**config.mk**
```make
export PLATFORM = sky130hd
export DESIGN_NAME = uart_echo_top
export DESIGN_NICKNAME = d
export VERILOG_FILES = /design/src/logic/uart_echo_pkg.sv /design/src/logic/uart_rx.sv /design/src/logic/uart_tx.sv /design/src/logic/echo_regs.sv /design/src/logic/echo_ctrl.sv /design/src/logic/uart_echo_top.sv
export SDC_FILE = /design/constraint.sdc
export NUM_CORES = 1
export LEC_CHECK = 0
export BUFFER_PORTS_ARGS = -buffer_cell sky130_fd_sc_hd__buf_2
export CORE_MARGIN = 2
export CORE_UTILIZATION = 45
export CTS_CLUSTER_SIZE = 20
export DETAILED_ROUTE_END_ITERATION = 12
export GPL_ROUTABILITY_DRIVEN = 0
export MAX_ROUTING_LAYER = met4
export PLACE_DENSITY = 0.65
export SLEW_MARGIN = 10
export SYNTH_ARGS = -nofsm -noshare
export SYNTH_HDL_FRONTEND = slang
export SYNTH_HIERARCHICAL = 1
export SYNTH_SLANG_ARGS = --single-unit
export TNS_END_PERCENT = 100
```
**constraint.sdc**
```tcl
create_clock -name sys_clk -period 8.3 [get_ports sys_clk]
set_clock_uncertainty 0.05 [all_clocks]
set_input_delay 2.075 -clock sys_clk [delete_from_list [all_inputs] [get_ports sys_clk]]
set_output_delay 2.075 -clock sys_clk [all_outputs]
set_load 0.02 [all_outputs]
```
**src/logic/uart_echo_pkg.sv**
```systemverilog
//--------------------
// uart echo package
// shared widths, register map, reset defaults and bundles
//--------------------
package uart_echo_pkg;

	typedef logic [7:0]  byte_t;
	typedef logic [15:0] baud_div_t;   // clocks per bit minus one
	typedef logic [23:0] idle_cnt_t;
	typedef logic [5:0]  buf_idx_t;
	typedef logic [7:0]  drop_cnt_t;
	typedef logic [1:0]  reg_addr_t;
	typedef logic [31:0] reg_data_t;

	localparam int unsigned BUF_DEPTH   = 64;
	localparam buf_idx_t    MAX_PAYLOAD = 6'd62;   // two slots kept for the terminators

	localparam reg_addr_t ADDR_BAUD = 2'd0;
	localparam reg_addr_t ADDR_IDLE = 2'd1;
	localparam reg_addr_t ADDR_TERM = 2'd2;   // term1 in 15:8, term0 in 7:0
	localparam reg_addr_t ADDR_DROP = 2'd3;   // read only, write clears

	localparam baud_div_t DEF_BAUD_DIV = 16'd433;   // 115200 at 50 MHz
	localparam idle_cnt_t DEF_IDLE     = 24'd50000;
	localparam byte_t     DEF_TERM0    = 8'h0D;
	localparam byte_t     DEF_TERM1    = 8'h0A;

	typedef struct packed {
		logic      wr;
		logic      rd;
		reg_addr_t addr;
		reg_data_t wdata;
	} reg_req_t;

	typedef struct packed {
		baud_div_t baud_div;
		idle_cnt_t idle_cycles;
		byte_t     term0;
		byte_t     term1;
	} echo_cfg_t;

	typedef struct packed {
		logic drop;   // one cycle per discarded byte
	} echo_stat_t;

	typedef enum logic [1:0] {
		ECHO_IDLE,
		ECHO_GATHER,
		ECHO_SEND,
		ECHO_TERM
	} echo_state_t;

endpackage

```
**src/logic/uart_rx.sv**
```systemverilog
//--------------------
// uart receiver
// 8N1, mid-bit sampling, start glitch reject and stop check
//--------------------
`timescale 1ns/1ps

module uart_rx (
	input  logic                     sys_clk,
	input  logic                     sys_rst_n,
	input  logic                     rx,
	input  uart_echo_pkg::echo_cfg_t cfg,
	output uart_echo_pkg::byte_t     rx_byte,
	output logic                     rx_vld,
	output logic                     rx_ferr
);

	logic                     rx_meta;
	logic                     rx_sync;
	logic                     rx_prev;   // for falling edge detect
	logic                     busy;
	logic [3:0]               bit_idx;   // 0 start, 1..8 data, 9 stop
	uart_echo_pkg::baud_div_t clk_cnt;
	uart_echo_pkg::baud_div_t target;
	logic                     sample;

	// half a bit for the start check, full bits afterwards
	assign target = (bit_idx == 4'd0) ? {1'b0, cfg.baud_div[15:1]} : cfg.baud_div;
	assign sample = busy && (clk_cnt == target);

	always_ff @(posedge sys_clk or negedge sys_rst_n) begin
		if (!sys_rst_n) begin
			rx_meta <= 1'b1;
			rx_sync <= 1'b1;
			rx_prev <= 1'b1;
		end else begin
			rx_meta <= rx;
			rx_sync <= rx_meta;
			rx_prev <= rx_sync;
		end
	end

	always_ff @(posedge sys_clk or negedge sys_rst_n) begin
		if (!sys_rst_n) begin
			busy    <= 1'b0;
			bit_idx <= 4'd0;
			clk_cnt <= '0;
			rx_vld  <= 1'b0;
			rx_ferr <= 1'b0;
		end else begin
			rx_vld  <= 1'b0;
			rx_ferr <= 1'b0;
			if (!busy) begin
				if (rx_prev && !rx_sync) begin   // start edge
					busy    <= 1'b1;
					bit_idx <= 4'd0;
					clk_cnt <= '0;
				end
			end else if (sample) begin
				clk_cnt <= '0;
				if (bit_idx == 4'd0) begin
					if (rx_sync)
						busy <= 1'b0;   // line back high, glitch
					else
						bit_idx <= 4'd1;
				end else if (bit_idx == 4'd9) begin
					busy    <= 1'b0;
					rx_vld  <= rx_sync;
					rx_ferr <= !rx_sync;   // stop bit low
				end else begin
					bit_idx <= bit_idx + 4'd1;
				end
			end else begin
				clk_cnt <= clk_cnt + 16'd1;
			end
		end
	end

	// data shifts in LSB first, holds through the stop bit
	always_ff @(posedge sys_clk) begin
		if (sample && (bit_idx != 4'd0) && (bit_idx != 4'd9))
			rx_byte <= {rx_sync, rx_byte[7:1]};
	end

endmodule

```
**src/logic/uart_tx.sv**
```systemverilog
//--------------------
// uart transmitter
// 8N1 frame per tx_start, done on last stop-bit cycle
//--------------------
`timescale 1ns/1ps

module uart_tx (
	input  logic                     sys_clk,
	input  logic                     sys_rst_n,
	input  uart_echo_pkg::echo_cfg_t cfg,
	input  uart_echo_pkg::byte_t     tx_byte,
	input  logic                     tx_start,
	output logic                     tx,
	output logic                     tx_done
);

	logic                     busy;
	logic [3:0]               bit_idx;   // 0 start, 1..8 data, 9 stop
	uart_echo_pkg::baud_div_t clk_cnt;
	logic [8:0]               shift;     // stop bit on top of the data
	logic                     load;
	logic                     bit_end;

	assign load    = tx_start && !busy;
	assign bit_end = busy && (clk_cnt == cfg.baud_div);
	assign tx_done = bit_end && (bit_idx == 4'd9);

	always_ff @(posedge sys_clk or negedge sys_rst_n) begin
		if (!sys_rst_n) begin
			busy    <= 1'b0;
			bit_idx <= 4'd0;
			clk_cnt <= '0;
			tx      <= 1'b1;
		end else if (load) begin
			busy    <= 1'b1;
			bit_idx <= 4'd0;
			clk_cnt <= '0;
			tx      <= 1'b0;   // start bit
		end else if (busy) begin
			if (bit_end) begin
				clk_cnt <= '0;
				if (bit_idx == 4'd9) begin
					busy <= 1'b0;   // line stays high
				end else begin
					bit_idx <= bit_idx + 4'd1;
					tx      <= shift[0];
				end
			end else begin
				clk_cnt <= clk_cnt + 16'd1;
			end
		end
	end

	always_ff @(posedge sys_clk) begin
		if (load)
			shift <= {1'b1, tx_byte};
		else if (bit_end)
			shift <= {1'b1, shift[8:1]};   // ones fill behind the stop bit
	end

endmodule

```
**src/logic/echo_regs.sv**
```systemverilog
//--------------------
// echo register block
// config registers, drop counter, registered read
//--------------------
`timescale 1ns/1ps

module echo_regs (
	input  logic                      sys_clk,
	input  logic                      sys_rst_n,
	input  uart_echo_pkg::reg_req_t   req,
	input  uart_echo_pkg::echo_stat_t stat,
	output uart_echo_pkg::echo_cfg_t  cfg,
	output uart_echo_pkg::reg_data_t  rdata
);

	uart_echo_pkg::drop_cnt_t drop_cnt;

	always_ff @(posedge sys_clk or negedge sys_rst_n) begin
		if (!sys_rst_n) begin
			cfg.baud_div    <= uart_echo_pkg::DEF_BAUD_DIV;
			cfg.idle_cycles <= uart_echo_pkg::DEF_IDLE;
			cfg.term0       <= uart_echo_pkg::DEF_TERM0;
			cfg.term1       <= uart_echo_pkg::DEF_TERM1;
		end else if (req.wr) begin
			case (req.addr)
				uart_echo_pkg::ADDR_BAUD: cfg.baud_div <= req.wdata[15:0];
				uart_echo_pkg::ADDR_IDLE: cfg.idle_cycles <= req.wdata[23:0];
				uart_echo_pkg::ADDR_TERM: begin
					cfg.term0 <= req.wdata[7:0];
					cfg.term1 <= req.wdata[15:8];
				end
				default: ;   // drop count handled below
			endcase
		end
	end

	// saturating, a write clears it even on a drop cycle
	always_ff @(posedge sys_clk or negedge sys_rst_n) begin
		if (!sys_rst_n)
			drop_cnt <= '0;
		else if (req.wr && (req.addr == uart_echo_pkg::ADDR_DROP))
			drop_cnt <= '0;
		else if (stat.drop && (drop_cnt != '1))
			drop_cnt <= drop_cnt + 8'd1;
	end

	always_ff @(posedge sys_clk or negedge sys_rst_n) begin
		if (!sys_rst_n) begin
			rdata <= '0;
		end else if (req.rd) begin
			case (req.addr)
				uart_echo_pkg::ADDR_BAUD: rdata <= {16'd0, cfg.baud_div};
				uart_echo_pkg::ADDR_IDLE: rdata <= {8'd0, cfg.idle_cycles};
				uart_echo_pkg::ADDR_TERM: rdata <= {16'd0, cfg.term1, cfg.term0};
				default:                  rdata <= {24'd0, drop_cnt};
			endcase
		end
	end

endmodule

```
**src/logic/echo_ctrl.sv**
```systemverilog
//--------------------
// echo controller
// line buffer, idle timer, echo FSM with terminator pair
//--------------------
`timescale 1ns/1ps

module echo_ctrl (
	input  logic                      sys_clk,
	input  logic                      sys_rst_n,
	input  uart_echo_pkg::echo_cfg_t  cfg,
	input  uart_echo_pkg::byte_t      rx_byte,
	input  logic                      rx_vld,
	input  logic                      rx_ferr,
	input  logic                      tx_done,
	output uart_echo_pkg::byte_t      tx_byte,
	output logic                      tx_start,
	output uart_echo_pkg::echo_stat_t stat
);

	uart_echo_pkg::byte_t       line_buf [uart_echo_pkg::BUF_DEPTH];
	uart_echo_pkg::echo_state_t state;
	uart_echo_pkg::buf_idx_t    wr_cnt;       // bytes held
	uart_echo_pkg::buf_idx_t    rd_idx;
	uart_echo_pkg::idle_cnt_t   idle_tmr;
	logic                       send_first;   // kicks the first frame
	logic                       term_sel;     // term1 still to go
	logic                       gathering;
	logic                       accept;
	logic                       idle_hit;
	logic                       issue;
	uart_echo_pkg::byte_t       next_byte;

	assign gathering = (state == uart_echo_pkg::ECHO_IDLE) ||
			(state == uart_echo_pkg::ECHO_GATHER);
	assign accept    = rx_vld && gathering && (wr_cnt != uart_echo_pkg::MAX_PAYLOAD);
	assign idle_hit  = ({1'b0, idle_tmr} + 25'd1) >= {1'b0, cfg.idle_cycles};

	// pick the next frame, launched on the cycle after tx_done
	always_comb begin
		issue     = 1'b0;
		next_byte = line_buf[rd_idx];
		case (state)
			uart_echo_pkg::ECHO_SEND: begin
				if (send_first || tx_done) begin
					issue = 1'b1;
					if (rd_idx == wr_cnt)
						next_byte = cfg.term0;   // payload done
				end
			end
			uart_echo_pkg::ECHO_TERM: begin
				if (tx_done && term_sel) begin
					issue     = 1'b1;
					next_byte = cfg.term1;
				end
			end
			default: ;
		endcase
	end

	always_ff @(posedge sys_clk) begin
		if (accept)
			line_buf[wr_cnt] <= rx_byte;
	end

	always_ff @(posedge sys_clk) begin
		if (issue)
			tx_byte <= next_byte;
	end

	// bad stop bit, busy echo or full line
	always_ff @(posedge sys_clk or negedge sys_rst_n) begin
		if (!sys_rst_n)
			stat.drop <= 1'b0;
		else
			stat.drop <= rx_ferr || (rx_vld && !accept);
	end

	always_ff @(posedge sys_clk or negedge sys_rst_n) begin
		if (!sys_rst_n) begin
			state      <= uart_echo_pkg::ECHO_IDLE;
			wr_cnt     <= '0;
			rd_idx     <= '0;
			idle_tmr   <= '0;
			send_first <= 1'b0;
			term_sel   <= 1'b0;
			tx_start   <= 1'b0;
		end else begin
			tx_start <= issue;
			case (state)
				uart_echo_pkg::ECHO_IDLE: begin
					if (accept) begin
						state    <= uart_echo_pkg::ECHO_GATHER;
						wr_cnt   <= wr_cnt + 6'd1;
						idle_tmr <= '0;
					end
				end
				uart_echo_pkg::ECHO_GATHER: begin
					if (accept) begin
						wr_cnt   <= wr_cnt + 6'd1;
						idle_tmr <= '0;   // restart on every byte taken
					end else if (idle_hit) begin
						idle_tmr <= '0;
						rd_idx   <= '0;
						if (wr_cnt == '0) begin
							state <= uart_echo_pkg::ECHO_IDLE;   // nothing to echo
						end else begin
							state      <= uart_echo_pkg::ECHO_SEND;
							send_first <= 1'b1;
						end
					end else begin
						idle_tmr <= idle_tmr + 24'd1;
					end
				end
				uart_echo_pkg::ECHO_SEND: begin
					if (issue) begin
						send_first <= 1'b0;
						if (rd_idx == wr_cnt) begin
							state    <= uart_echo_pkg::ECHO_TERM;   // term0 going out
							term_sel <= 1'b1;
						end else begin
							rd_idx <= rd_idx + 6'd1;
						end
					end
				end
				default: begin
					if (tx_done) begin
						if (term_sel) begin
							term_sel <= 1'b0;
						end else begin
							state  <= uart_echo_pkg::ECHO_IDLE;   // term1 finished
							wr_cnt <= '0;
						end
					end
				end
			endcase
		end
	end

endmodule

```
**src/logic/uart_echo_top.sv**
```systemverilog
//--------------------
// uart echo top
// registers, echo controller and both uart engines
//--------------------
`timescale 1ns/1ps

module uart_echo_top (
	input  logic                     sys_clk,
	input  logic                     sys_rst_n,
	input  uart_echo_pkg::reg_req_t  reg_req,
	input  logic                     uart_rxd,
	output uart_echo_pkg::reg_data_t reg_rdata,
	output logic                     uart_txd
);

	uart_echo_pkg::echo_cfg_t  cfg;
	uart_echo_pkg::echo_stat_t stat;
	uart_echo_pkg::byte_t      rx_byte;
	logic                      rx_vld;
	logic                      rx_ferr;
	uart_echo_pkg::byte_t      tx_byte;
	logic                      tx_start;
	logic                      tx_done;

	echo_regs u_regs (
		.sys_clk   (sys_clk),
		.sys_rst_n (sys_rst_n),
		.req       (reg_req),
		.stat      (stat),
		.cfg       (cfg),
		.rdata     (reg_rdata)
	);

	echo_ctrl u_ctrl (
		.sys_clk   (sys_clk),
		.sys_rst_n (sys_rst_n),
		.cfg       (cfg),
		.rx_byte   (rx_byte),
		.rx_vld    (rx_vld),
		.rx_ferr   (rx_ferr),
		.tx_done   (tx_done),
		.tx_byte   (tx_byte),
		.tx_start  (tx_start),
		.stat      (stat)
	);

	uart_rx u_rx (
		.sys_clk   (sys_clk),
		.sys_rst_n (sys_rst_n),
		.rx        (uart_rxd),
		.cfg       (cfg),
		.rx_byte   (rx_byte),
		.rx_vld    (rx_vld),
		.rx_ferr   (rx_ferr)
	);

	uart_tx u_tx (
		.sys_clk   (sys_clk),
		.sys_rst_n (sys_rst_n),
		.cfg       (cfg),
		.tx_byte   (tx_byte),
		.tx_start  (tx_start),
		.tx        (uart_txd),
		.tx_done   (tx_done)
	);

endmodule

```
# --- Yosys cells after proc, flatten, opt, wreduce, memory -nomap -nowiden ---
# Memories as Yosys holds them, arrays and structs flattened.
# Index checks and enable logic that the tools add are counted.
op_classes:
  muxes: 84
  bitwise_logic: 2
  eq_ne: 28
  n_lt_le_gt_ge: 1
  add_sub_neg: 9
  reduce_logical: 45
ops:
  columns: ["operator", "n"]
  rows:
  - ["16-bit two-way mux", 7]
  - ["24-bit two-way mux", 3]
  - ["24-bit one-hot mux with 3 select lines", 1]
  - ["8-bit two-way mux", 7]
  - ["24-bit one-hot mux with 2 select lines", 1]
  - ["6-bit two-way mux", 7]
  - ["4-bit two-way mux", 10]
  - ["1-bit two-way mux", 33]
  - ["16-bit by 1-bit adder with 16-bit output, second input constant", 2]
  - ["16-bit equality test", 2]
  - ["24-bit by 1-bit adder with 25-bit output, second input constant", 1]
  - ["25-bit by 24-bit greater-or-equal comparator with 1-bit output", 1]
  - ["24-bit by 1-bit adder with 24-bit output, second input constant", 1]
  - ["6-bit one-hot mux with 2 select lines", 2]
  - ["2-bit two-way mux", 8]
  - ["8-bit one-hot mux with 2 select lines", 1]
  - ["2-bit nonzero test", 8]
  - ["1-bit logical AND", 13]
  - ["6-bit by 1-bit adder with 6-bit output, second input constant", 2]
  - ["2-bit by 1-bit != test with 1-bit output, second input constant", 6]
  - ["4-bit AND reduction", 3]
  - ["2-bit != test, second input constant", 5]
  - ["5-bit AND reduction", 2]
  - ["4-bit by 1-bit adder with 4-bit output, second input constant", 2]
  - ["22 further kinds", 41]
word_totals:
  elab_cells: 199
  inputBits: 39
  out_inout_bits: 33
  ff_bits: 210
  ram_bits: 512
  mem_count: 1
memory_table:
  columns: ["memory", "words", "word_bits", "rd", "rd_clocked_by_memory_dff", "write_ports", "line_no", "rtl"]
  rows:
  - ["u_ctrl.line_buf", 64, 8, 1, 0, 1, "echo_ctrl.sv:20", "uart_echo_pkg::byte_t line_buf [uart_echo_pkg::BUF_DEPTH];"]

# --- Depth between registers and ports, before layout ---
depth:
  depth_word: 8
  ltp_mapped: 17
  ltp_nobuf: 15

# --- Cells and area by module ---
# Netlist, hierarchy kept.
modules_own_cells:
  columns: ["mod", "instances", "seq_area_each_um2", "cells_each", "area_each_um2"]
  rows:
  - ["echo_ctrl", 1, 16666.0, 1373, 23751.5]
  - ["echo_regs", 1, 2222.1, 284, 3926.3]
  - ["uart_rx", 1, 894.6, 222, 2187.1]
  - ["uart_tx", 1, 792.0, 161, 1665.3]

# --- Worst setup path before layout ---
# Ideal clock, no wire load.
synth_path:
  path_type: "flip-flop to flip-flop"
  start: "reg u_ctrl.idle_tmr[0]"
  end: "reg u_ctrl.idle_tmr[8]"
  t_required_ns: 8.154
  path_buffers: 1
  setup_time_ns: 0.096
  path_slack_ns: 4.713
  stages_incl_launch_ff: 17
  arrival_ns: 3.441
  period_less_slack_ns: 3.587
  path_cell_list: "dfrtp_1 ha_1 and4_1 nand4_1 nor2b_2 nand4_1 xnor2_1 ha_1 a211o_1 a21oi_1 o21ai_0 a311oi_1 nand3_1 or3_1 buf_6 o2bb2a_1 o31ai_1"
synth_via:
  elab_chain_len: 5
  elab_cells_between_ends: 6
  cone_classes: "2 x add/sub; 1 x order compare; 3 x mux"
synth_lines:
  columns: ["element", "line_no", "rtl"]
  rows:
  - ["start, declared", "echo_ctrl.sv:24", "uart_echo_pkg::idle_cnt_t idle_tmr;"]
  - ["start signal, assigned", "echo_ctrl.sv:111", "idle_tmr <= idle_tmr + 24'd1;"]
  - ["24-bit by 1-bit adder with 25-bit output", "echo_ctrl.sv:36", "assign idle_hit = ({1'b0, idle_tmr} + 25'd1) >= {1'b0, cfg.idle_cycles};"]
  - ["25-bit by 24-bit greater-or-equal comparator with 1-bit output", "echo_ctrl.sv:36", null]
  - ["24-bit two-way mux (*)", "echo_ctrl.sv:101", "end else if (idle_hit) begin"]
  - ["24-bit two-way mux (*)", "echo_ctrl.sv:98", "if (accept) begin"]
  - ["24-bit one-hot mux with 2 select lines (*)", "echo_ctrl.sv:89", "case (state)"]
# Mark *: on every way between the ends. The rest lies on a longest branch, timed or not.
# A chain may end at the register's enable or synchronous reset.

# --- Final worst setup path ---
layout_path:
  start: "reg u_ctrl.idle_tmr[0]"
  end: "reg u_ctrl.idle_tmr[18]"
# The elaborated chain is that of the path after synthesis.

==> flow_summary.yaml <==
grt:
  grt_pass1_wl_um: 108000
  grt_start_max_net_pins: 100
  antenna_found_initial: 0
  gr-usage-all-layers: 0.204
  grt_pass1_vias: 17800
  overflow: 0
critical_path:
  slowest_stage: "or3_1"
  cp_top_family: "simple AND/OR/NAND/NOR gates"
  required_ns: 8.80
  timing.rr.start: "u_ctrl/idle_tmr[0]$_DFFE_PN0P_"
  setup.worst_path.end_class: "flip-flop"
  worstSetupPathType: "reg -> reg"
  reg2reg_to: "u_ctrl/idle_tmr[18]$_DFFE_PN0P_"
  path_depth: 15
  rrSetupSlack_ns: 3.73
  crit_buf_inv: 0
  critical_path.max_fanout: 20
  crit_chain: "ha_1 -> and4_1 -> nand4_1 -> nor2b_2 -> nand4_1 -> xnor2_1 -> ha_1 -> a211o_1 -> a21oi_1 -> o21ai_0 -> a311oi_1 -> nand3_1 -> or3_1 -> nor2_4 -> a22o_1"
  worst_ep_arrival_time_ns: 5.07
  start_kind: "flip-flop"
  slowest_delay_ns: 0.65
  cp-startpoint: "u_ctrl/idle_tmr[0]$_DFFE_PN0P_"
  reg2reg_depth: 15
sta:
  fmax_mhz: 219
  slew_headroom: 0.323
  period_share: 0.551
  grt_setup_unrepaired: "no"
  setup_violations: 0
  maxSlewViolCount: 0
  tns_ns: 0
  final.min_clock_period_ns: 4.57
  tightest_slew_ns: 1.01
  hold_violations: 0
yosys:
  synthAdderAreaFrac: 0.0163
  synth_compound_area_frac: 0.0665
  yosys_warnings: 6
  synth.mux.area_fraction: 0.143
  yosys.area.top_type_share: 0.510
  synth_top_family_by_area: "multiplexers"
  syn_inst: 2040
  synthTopCellsByArea: "edfxtp_1 51%, dfrtp_1 13%, mux4_2 8.8%, mux2_2 2.7%, mux2i_1 2.4%"
  synthFlopType: "edfxtp_1"
  synth_edf_count: 536
  seq_area_frac_synth: 0.653
  synth_top_cell_by_area: "edfxtp_1"
  synth_xor_area_frac: 0.0186
  syn_area_per_cell_um2: 15.5
  synthSimpleGateAreaFrac: 0.0746
  ys_seq_elements: 714
  ys_types: 104
  async_reset_ff_frac: 0.249
  synth_area_um2: 31500
outcome:
  status: "completed"
clock_network:
  htree_levels: 3
  tritoncts: "done"
  clk_pin_slew_ns: 0.06
  ctsResizeCount: 0
  clk_latency_ns: 0.63
  cts_hold_buf: 0
  cts_root_buffer: "clkbuf_16"
  numCtsBuffers: 76
  cts.sinks: 714
  cts_setup_buffers: 0
  clock_path_buffers: 3
die:
  die_w_um: 269
  start_util: 0.453
  die_h_um: 269
  io_pins: 72
  fp-row-count: 97
  core_area_um2: 69700
  die-area_um2: 72200
power_and_ir_drop:
  p_per_area_nw_per_um2: 223
  ir_drop_mv: 0.145
  leakage_nw: 11.9
final_layout:
  seqCellArea_um2: 20600
  final_nets: 2176
  multi_input_area_um2: 10100
  layout-drive-gt1-share: 0.209
  areaGrowthSynthToFinish_pct: 11.2
  finish.instance_area_um2: 35100
  fill_cells: 5763
detailed_routing:
  vias_per_cell: 5.82
  vias: 18000
  drt-pass1-iter-count: 8
  ant_nets: 0
  wl_per_cell_um: 22.7
  finalWirelength_um: 70500
  initialDrtViolationCount: 1886
  drc: 0
min_path:
  hp-start: "u_rx/rx_meta$_DFF_PN1_"
  hold_depth: 0
  hold_class: "reg -> reg"
  min_to: "u_rx/rx_sync$_DFF_PN1_"
place:
  port_buffers: 55
  hpwl_um: 44500
  place_area_um2: 32600
job:
  drv_cap: 0
==> synthesized netlist by cell type (all sizes together) (41+ instances only) <==
cell	number
a21oi	44
buf	71
clkbuf	41
dfrtp	158
edfxtp	536
ha	41
inv	69
mux2	77
mux2i	76
mux4	127
nand2	110
nand3	48
nor2	150
o21ai	77
xnor2	47
==> report_power, final <==
group | internal [W] | total (W) | switching (W)
clock | 0.00194 | 0.00334 | 0.00140
combinational | 0.000203 | 0.000435 | 0.000233
sequential | 0.00390 | 0.00404 | 0.000132
total | 0.00604 | 0.00781 | 0.00177
==> how the worst max path moves through the flow <==
stage | slack [ns] | endpoint
2_1_floorplan | 4.71 | u_ctrl/idle_tmr[8]$_DFFE_PN0P_
3_3_place_gp | 3.76 | u_ctrl/idle_tmr[2]$_DFFE_PN0P_
3_5_place_dp | 3.76 | u_ctrl/idle_tmr[12]$_DFFE_PN0P_
4_1_cts | 3.71 | u_ctrl/idle_tmr[18]$_DFFE_PN0P_
5_1_grt | 3.35 | u_ctrl/idle_tmr[18]$_DFFE_PN0P_
6_report | 3.73 | u_ctrl/idle_tmr[18]$_DFFE_PN0P_
==> worst reg2reg max path, cell delays in order (launching register included) <==
cell      delay, ns
dfrtp_1        0.44
ha_1           0.27
and4_1         0.28
nand4_1        0.30
nor2b_2        0.29
nand4_1        0.21
xnor2_1        0.22
ha_1           0.27
a211o_1        0.26
a21oi_1        0.11
o21ai_0        0.10
a311oi_1       0.31
nand3_1        0.17
or3_1          0.65
nor2_4         0.37
a22o_1         0.20
==> per-stage QoR <==
stage / worst slack (ns) / power, W / std cells / utilization / hold WS, ns
floorplan: 4.71 / 0.00438 / 2047 / - / 0.295
global placement: 3.76 / 0.00452 / 2958 / 0.468 / 0.296
detailed placement: 3.76 / 0.00454 / 2958 / 0.468 / 0.297
CTS: 3.71 / 0.00787 / 3097 / 0.503 / 0.306
global route: 3.35 / 0.00808 / 3097 / 0.503 / 0.314
finish: 3.73 / 0.00781 / 3098 / 0.503 / 0.305
==> flip-flops by register name, summed over array words and instances, names as in the netlist, 8 cells and up <==
signal,cells
u_regs/cfg,56
u_ctrl/line_buf,512
u_tx/shift,8
u_ctrl/tx_byte,8
u_regs/drop_cnt,8
u_rx/clk_cnt,16
u_ctrl/idle_tmr,24
u_tx/clk_cnt,16
u_rx/rx_byte,8
u_regs/rdata,24
==> area by class of cell <==
class                      instances  area share
antenna                            1   0.0000714
clock buffer                      97      0.0579
clock inverter                    42      0.0124
inverter                          70     0.00749
multi-input combinational       1151       0.288
sequential                       714       0.587
tap                              940      0.0335
timing repair buffer              83      0.0141
==> kinds of logic after synthesis <==
kind of cell	count (synthesis)
compound gates	293
xor+xnor	67
fa+ha+maj	41
buf+inv	182
flops	714
mux	280
other cells	1
simple gates	462
==> placed cells by master, fill, tap and decap left out, types with 20 or more instances in the layout <==
master,n
a21oi_1,44
nand2_1,109
buf_2,54
dfrtp_1,155
o21ai_0,71
xor2_1,20
inv_1,69
nor2b_1,20
nor2_1,148
mux4_2,123
mux2_2,77
a22oi_1,26
buf_4,28
clkbuf_16,76
mux2i_1,75
edfxtp_1,536
xnor2_1,47
nand4_1,20
nand3_1,46
dfstp_2,20
ha_1,41
==> layer usage <==
layer / routed length [um] / global-route usage / vias to the layer above
met5: 0 / - / -
li1: - / - / 8033
met2: 33400 / 0.315 / 611
met4: 1840 / 0.0586 / 0
met1: 30600 / 0.280 / 9271
met3: 4680 / 0.0368 / 129
Power figures use the tool's default switching activity.
